`config.mk`:
```
export PLATFORM = sky130hd
export DESIGN_NAME = memCtrlTop
export DESIGN_NICKNAME = d
export VERILOG_FILES = /design/src/memOpPkg.sv /design/src/memBusPkg.sv /design/src/fetchSequencer.sv /design/src/dataSequencer.sv /design/src/ramArbiter.sv /design/src/memCtrlTop.sv
export SDC_FILE = /design/constraint.sdc
export NUM_CORES = 1
export LEC_CHECK = 0
export BUFFER_PORTS_ARGS = -buffer_cell sky130_fd_sc_hd__buf_2
export CORE_MARGIN = 2
export CORE_UTILIZATION = 50
export CTS_CLUSTER_DIAMETER = 40
export DETAILED_ROUTE_END_ITERATION = 7
export GPL_TIMING_DRIVEN = 1
export PLACE_DENSITY = 0.8
export SYNTH_ARGS = -nofsm -noshare
export SYNTH_HDL_FRONTEND = slang
export SYNTH_SLANG_ARGS = --single-unit
```
`constraint.sdc`:
```
create_clock -name clk -period 8.15 [get_ports clk]
set_input_delay 1.63 -clock clk [delete_from_list [all_inputs] [get_ports clk]]
set_output_delay 1.63 -clock clk [all_outputs]
set_load 0.02 [all_outputs]
```
`src/memOpPkg.sv`:
```
package memOpPkg;

    // load/store opcode of the data requester
    typedef enum logic {
        opLoad,
        opStore
    } lsOp;

    // current holder of the ram port
    typedef enum logic [1:0] {
        ownNone,
        ownData,
        ownFetch
    } memOwner;

    // beat counter shared by both sequencers
    typedef enum logic [2:0] {
        stageZero,
        stageOne,
        stageTwo,
        stageThree,
        stageFour
    } beatStage;

    // wraps after stageFour
    function automatic beatStage nextStage(beatStage s);
        return (s == stageFour) ? stageZero : beatStage'(s + 3'd1);
    endfunction

endpackage

```
`src/memBusPkg.sv`:
```
package memBusPkg;

    localparam int addrWidth = 32;
    localparam int dataWidth = 32;
    localparam int byteWidth = 8;
    localparam int lenWidth = 3;
    localparam int bytesPerWord = dataWidth / byteWidth;

    // one beat on the byte-wide ram port
    typedef struct packed {
        logic [addrWidth-1:0] addr;
        logic [byteWidth-1:0] wdata;
        logic                 write;
    } ramReq;

    // instruction fetch request, held until fetchDone
    typedef struct packed {
        logic                 en;
        logic [addrWidth-1:0] addr;
    } fetchReq;

    // load/store request, held until dataDone
    // len is 1, 2 or 4 bytes
    typedef struct packed {
        logic                 en;
        memOpPkg::lsOp        op;
        logic [lenWidth-1:0]  len;
        logic [addrWidth-1:0] addr;
        logic [dataWidth-1:0] wdata;
    } dataReq;

endpackage

```
`src/fetchSequencer.sv`:
```
`timescale 1ns/1ps

module fetchSequencer
    import memBusPkg::*;
    import memOpPkg::*;
(
    input  logic                 clk,
    input  logic                 rst,
    input  fetchReq              fetch,
    input  logic                 go,
    input  logic [byteWidth-1:0] ramRdata,
    output ramReq                req,
    output logic                 lastBeat,
    output logic                 fetchDone,
    output logic [dataWidth-1:0] fetchInst
);

    beatStage stage;
    logic [2:0] prevStage;
    logic [dataWidth-byteWidth-1:0] instBuf;

    assign prevStage = stage - 3'd1;

    // byte k of the word is requested in stage k
    always_comb begin
        req.addr  = fetch.addr + addrWidth'(stage);
        req.wdata = '0;
        req.write = 1'b0;
    end

    assign lastBeat = (stage == stageFour);

    // top byte comes straight from the ram in the done cycle
    assign fetchDone = go && lastBeat;
    assign fetchInst = {ramRdata, instBuf};

    always_ff @(posedge clk) begin
        if (rst) begin
            stage <= stageZero;
        end else if (go) begin
            stage <= nextStage(stage);
        end
    end

    // byte of the previous beat lands in lane stage-1
    always_ff @(posedge clk) begin
        if (go && stage != stageZero && !lastBeat) begin
            instBuf[byteWidth*prevStage[1:0] +: byteWidth] <= ramRdata;
        end
    end

    // the arbiter only steps a fetch that is still being requested
    goNeedsEn: assert property (@(posedge clk) disable iff (rst)
        go |-> fetch.en);

endmodule

```
`src/dataSequencer.sv`:
```
`timescale 1ns/1ps

module dataSequencer
    import memBusPkg::*;
    import memOpPkg::*;
(
    input  logic                 clk,
    input  logic                 rst,
    input  dataReq               data,
    input  logic                 go,
    input  logic [byteWidth-1:0] ramRdata,
    output ramReq                req,
    output logic                 lastBeat,
    output logic                 dataDone,
    output logic [dataWidth-1:0] dataRdata
);

    beatStage stage;
    logic isStore;
    logic [lenWidth-1:0] lenM1;
    logic [2:0] prevStage;
    logic [1:0] lane;
    logic [dataWidth-byteWidth-1:0] rdBuf;

    assign isStore   = (data.op == opStore);
    assign lenM1     = data.len - 3'd1;
    assign prevStage = stage - 3'd1;
    assign lane      = stage[1:0];

    // beat k covers byte k for both loads and stores
    always_comb begin
        req.addr  = data.addr + addrWidth'(stage);
        req.wdata = data.wdata[byteWidth*lane +: byteWidth];
        req.write = isStore;
    end

    // a store ends on its last write, a load one stage later
    // when the final byte comes back
    always_comb begin
        if (isStore) begin
            lastBeat = (stage == lenM1);
        end else begin
            lastBeat = (stage == data.len);
        end
    end

    assign dataDone = go && lastBeat;

    // zero-extended little-endian result
    // highest lane still on the ram bus
    always_comb begin
        dataRdata = '0;
        for (int k = 0; k < bytesPerWord - 1; k++) begin
            if (k < lenM1) begin
                dataRdata[byteWidth*k +: byteWidth] = rdBuf[byteWidth*k +: byteWidth];
            end
        end
        dataRdata[byteWidth*lenM1[1:0] +: byteWidth] = ramRdata;
    end

    always_ff @(posedge clk) begin
        if (rst) begin
            stage <= stageZero;
        end else if (go) begin
            if (lastBeat) begin
                stage <= stageZero;
            end else begin
                stage <= nextStage(stage);
            end
        end
    end

    // load bytes land one stage after their address
    always_ff @(posedge clk) begin
        if (go && !isStore && stage != stageZero && !lastBeat) begin
            rdBuf[byteWidth*prevStage[1:0] +: byteWidth] <= ramRdata;
        end
    end

    lenLegal: assert property (@(posedge clk) disable iff (rst)
        data.en |-> data.len inside {3'd1, 3'd2, 3'd4});

endmodule

```
`src/ramArbiter.sv`:
```
`timescale 1ns/1ps

module ramArbiter
    import memBusPkg::*;
    import memOpPkg::*;
(
    input  logic                 clk,
    input  logic                 rst,
    input  logic                 rdy,
    input  logic                 ioBufferFull,
    input  logic                 fetchEn,
    input  logic                 dataEn,
    input  ramReq                fetchReqIn,
    input  ramReq                dataReqIn,
    input  logic                 fetchLast,
    input  logic                 dataLast,
    output logic                 fetchGo,
    output logic                 dataGo,
    output memOwner              owner,
    output logic [addrWidth-1:0] ramAddr,
    output logic [byteWidth-1:0] ramWdata,
    output logic                 ramWrite
);

    memOwner ownReg;
    logic paused;
    logic selData;
    logic selFetch;
    ramReq selReq;
    logic [addrWidth-1:0] lastAddr;

    assign paused = !rdy || ioBufferFull;

    // a running transaction keeps the port, data wins when idle
    assign selData  = (ownReg == ownData) || (ownReg == ownNone && dataEn);
    assign selFetch = (ownReg == ownFetch) || (ownReg == ownNone && !dataEn && fetchEn);

    assign dataGo  = !paused && selData;
    assign fetchGo = !paused && selFetch;

    // first beat shows the new owner before the register catches up
    always_comb begin
        if (ownReg != ownNone) begin
            owner = ownReg;
        end else if (dataGo) begin
            owner = ownData;
        end else if (fetchGo) begin
            owner = ownFetch;
        end else begin
            owner = ownNone;
        end
    end

    assign selReq = selData ? dataReqIn : fetchReqIn;

    // hold the address while paused so the byte in flight stays valid
    assign ramAddr  = paused ? lastAddr : selReq.addr;
    assign ramWdata = selReq.wdata;
    assign ramWrite = dataGo && selReq.write;

    always_ff @(posedge clk) begin
        if (rst) begin
            ownReg   <= ownNone;
            lastAddr <= '0;
        end else begin
            lastAddr <= ramAddr;
            if (dataGo) begin
                ownReg <= dataLast ? ownNone : ownData;
            end else if (fetchGo) begin
                ownReg <= fetchLast ? ownNone : ownFetch;
            end
        end
    end

    oneGo: assert property (@(posedge clk) disable iff (rst)
        !(fetchGo && dataGo));

    writeOnlyData: assert property (@(posedge clk) disable iff (rst)
        ramWrite |-> owner == ownData);

endmodule

```
`src/memCtrlTop.sv`:
```
`timescale 1ns/1ps

module memCtrlTop
    import memBusPkg::*;
    import memOpPkg::*;
(
    input  logic                 clk,
    input  logic                 rst,
    input  logic                 rdy,
    input  logic                 ioBufferFull,
    input  fetchReq              fetch,
    input  dataReq               data,
    input  logic [byteWidth-1:0] ramRdata,
    output logic [addrWidth-1:0] ramAddr,
    output logic [byteWidth-1:0] ramWdata,
    output logic                 ramWrite,
    output logic                 fetchDone,
    output logic [dataWidth-1:0] fetchInst,
    output logic                 dataDone,
    output logic [dataWidth-1:0] dataRdata,
    output memOwner              owner
);

    ramReq fetchRamReq;
    ramReq dataRamReq;
    logic fetchLast;
    logic dataLast;
    logic fetchGo;
    logic dataGo;

    fetchSequencer uFetchSeq (
        .clk       (clk),
        .rst       (rst),
        .fetch     (fetch),
        .go        (fetchGo),
        .ramRdata  (ramRdata),
        .req       (fetchRamReq),
        .lastBeat  (fetchLast),
        .fetchDone (fetchDone),
        .fetchInst (fetchInst)
    );

    dataSequencer uDataSeq (
        .clk       (clk),
        .rst       (rst),
        .data      (data),
        .go        (dataGo),
        .ramRdata  (ramRdata),
        .req       (dataRamReq),
        .lastBeat  (dataLast),
        .dataDone  (dataDone),
        .dataRdata (dataRdata)
    );

    ramArbiter uArbiter (
        .clk          (clk),
        .rst          (rst),
        .rdy          (rdy),
        .ioBufferFull (ioBufferFull),
        .fetchEn      (fetch.en),
        .dataEn       (data.en),
        .fetchReqIn   (fetchRamReq),
        .dataReqIn    (dataRamReq),
        .fetchLast    (fetchLast),
        .dataLast     (dataLast),
        .fetchGo      (fetchGo),
        .dataGo       (dataGo),
        .owner        (owner),
        .ramAddr      (ramAddr),
        .ramWdata     (ramWdata),
        .ramWrite     (ramWrite)
    );

endmodule

```
==> parameters.txt <==
Parameter                              Value

Status
  Status ... finished, final reports clean

CTS
  H-tree levels ... 3
  Buffers from clock root to sink, at most ... 2
  Gates resized, CTS repair ... 0
  Clock latency of the later-clocked register in the worst-skew pair ... 0.36 ns
  Clock net sink count ... 88
  Hold Buf Count CTS ... 0
  Cts bufs inserted ... 9
  Register clock-pin slew on the reported worst setup and hold paths ... 0.06 ns
  Clock tree from TritonCTS ... done
  Master cell of the clock root buffer ... clkbuf_16
  # Post-CTS Setup Buffers ... 0

Min path
  Number of cells traversed by the worst hold path ... 2
  Hold Crit Endpoint ... uArbiter.lastAddr[5]
  Origin of the worst min-delay path ... uArbiter.lastAddr[5]
  Hold WC Path Type ... reg -> reg

Worst setup path
  Data required time of the worst path ... approximately 6.5 ns
  Startpoint type of the worst setup path ... input port
  Capture point of the worst reg-to-reg path ... uArbiter.lastAddr[20]
  Largest fanout on the critical path ... 9
  FF-to-FF Start ... uDataSeq.stage[0]
  Register-to-Register Setup Slack ... 4.76 ns
  CP Class ... in -> out
  Arrival time at the worst endpoint ... roughly 4.1 ns
  Depth of the worst register-to-register path ... 7
  Type of destination of the critical path ... output port

Die
  Height of the chip ... between 100 and 150 um
  I/O pins ... between 200 and 250
  Die area ... 13500 um2
  Core Rows ... 40
  Floorplan core area ... 12200 um2
  Initial cell density of the core ... ~52%
  Die Wd ... 116 um

Logic synthesis
  Synth area leaders ... edfxtp_1, dfxtp_1, and2_1, ha_1, nand2_1
  Fraction of synthesis flops using an asynchronous set or reset pin ... 0%
  Count of distinct cell types in the synthesized netlist ... 67
  Post-Synthesis Mean Instance Area ... 8.98 um2
  Post-synth top area cell ... edfxtp_1
  Post-synthesis register bit count ... 88
  Area of the mapped netlist ... 6280 um2
  Gate count of the mapped netlist ... 700
  Synth top area share ... 22.9%
  Dominant register cell in the synthesized netlist ... edfxtp_1
  Yosys warning total ... 0
  Number of enable flip-flop cells after synthesis ... 48
  Sequential share of the synthesized area ... around 36%
  Net count of the mapped netlist ... 838

Place
  Post-DP HPWL ... 14.5 mm
  Number of port buffers ... 222
  Weighted congestion reported at the end of routability-driven placement ... between 0.9 and 1

Timing
  Layout Skew ... ~0.012 ns
  Period Utilization, post-route ... roughly 70%
  Total count of hold-check failures in the final report ... 0
  RSZ-0062 raised after global routing ... no
  Total Negative Setup Slacks ... 0 ns
  Setup-failing EPs final ... 0
  Worst slew slack as a fraction of its limit ... between 30 and 40%
  Achievable frequency ... 0.176 GHz
  Min Tclk post-route ... 5.68 ns
  Number of max-slew violations in the final report ... 0
  Worst slew pin tran ... 0.981 ns

Detailed routing
  Average vias per placed instance ... 5.96
  Final routed wire length divided by cell count ... 17.5 um
  DRC violation count after routing ... 0
  Post-route ant nets ... 0
  Total length of routed wires ... roughly 19 mm
  Iteration-0 DRC Markers ... 399
  Via Count ... 6410
  First-pass iteration count of the detailed router ... 5

Global routing
  Number of antenna violations at the first check in global routing ... 1
  Total routing resource utilization after global routing ... 27.7%
  First-pass GRT wire length ... 28.7 mm
  Largest net degree at the start of global routing ... 41
  Number of global-route vias before repair ... 5745
  Overall overflow remaining after global route ... 0

Power
  Pleak ... 3.29 nW
  Total Power Consumption ... ~1.2 mW
  Power per unit of standard cell area ... 149 nW/um2
  Max VDD drop ... 0.0890 mV

Final layout
  Most common cell after layout, fill and taps aside ... buf_2
  Share of cells above drive strength 1 ... 29.4%
  Syn-to-layout area delta ... 23.6%
  Fin nets ... 1039
  Commonest cells after routing, fill and taps aside ... buf_2, and2_1, nand2_1, edfxtp_1, dfxtp_1
  Count of filler cells inserted in the layout ... 1079

Flow run
  Reported max-cap violation count ... 0
## through the flow
stage	cell area [um2]	utilization (%)	hold slack, ns	instances	worst slack, ns
floorplan	6280	-	0.444	700	2.64
global placement	7460	61.4	0.451	1058	2.54
detailed placement	7460	61.4	0.459	1058	2.50
CTS	7760	63.8	0.468	1074	2.48
global route	7760	63.8	0.500	1074	2.31
finish	7770	63.9	0.468	1076	2.47
## worst max path at each step
stage | startpoint | to | slack, ns | cells after the start
finish | data[32] | ramAddr[20] | 2.47 | 9
global route | data[32] | ramAddr[30] | 2.31 | 9
CTS | data[32] | ramAddr[20] | 2.48 | 9
detailed placement | data[32] | ramAddr[20] | 2.50 | 9
global placement | data[32] | ramAddr[20] | 2.54 | 9
floorplan | fetch[0] | ramAddr[26] | 2.64 | 9
## report_power, final
part	switching (mW)	total [mW]	internal (mW)
Sequential	0.00690	0.482	0.475
Clock	0.199	0.415	0.216
Combinational	0.163	0.260	0.0968
Total	0.369	1.16	0.788
## flip-flops by register name, indices dropped and copies added, names as in the netlist
| signal | cells |
|---|---|
| uDataSeq.rdBuf | 24 |
| uDataSeq.stage | 3 |
| uFetchSeq.instBuf | 24 |
| uFetchSeq.stage | 3 |
| uArbiter.ownReg | 2 |
| uArbiter.lastAddr | 32 |
## layout make-up
class                      instances  area [um2]  area share (%)
multi-input combinational        554        3780            48.7
sequential                        88        2240            28.9
timing repair buffer             227        1150            14.8
clock buffer                       9         225            2.90
tap                              168         210            2.71
inverter                          21        78.8            1.01
clock inverter                     7        72.6           0.934
antenna                            2        5.00          0.0644
## synthesized netlist by cell type (17+ instances only)
library cell  number
and2_1            67
nand2_1           61
edfxtp_1          48
dfxtp_1           40
nand3_1           34
nor3_1            34
a21oi_1           27
o21ai_0           26
nor2_1            25
a22o_1            24
clkbuf_1          22
ha_1              22
inv_1             21
nor4_1            20
xnor2_1           19
nand4_1           18
a31oi_1           17
## cell families after synthesis
kind of cell | share of synthesized area, %
xor gates and xnor gates | 3.62
AOI/OAI and AO/OA | 18.2
and+or+nand+nor | 29.2
buffers and inverters | 4.10
adders and majority gates | 5.02
muxes | 4.18
DFF | 35.7
## worst max-delay path, stage by stage
cell	delay [ns]
buf_2	0.08
ha_1	0.21
fa_1	0.23
a21oi_1	0.18
or4_1	0.74
o311a_1	0.41
a221oi_1	0.30
nand2_1	0.09
buf_2	0.17
## layer usage
metal	global-route usage [%]	vias to the layer above	share of wire, %
met5	0	-	0
met3	7.32	38	8.1
li1	-	3063	-
met4	10.3	0	3.0
met1	34.9	3018	41
met2	45.8	291	48
No activity file was read; power rests on OpenSTA's default activity.
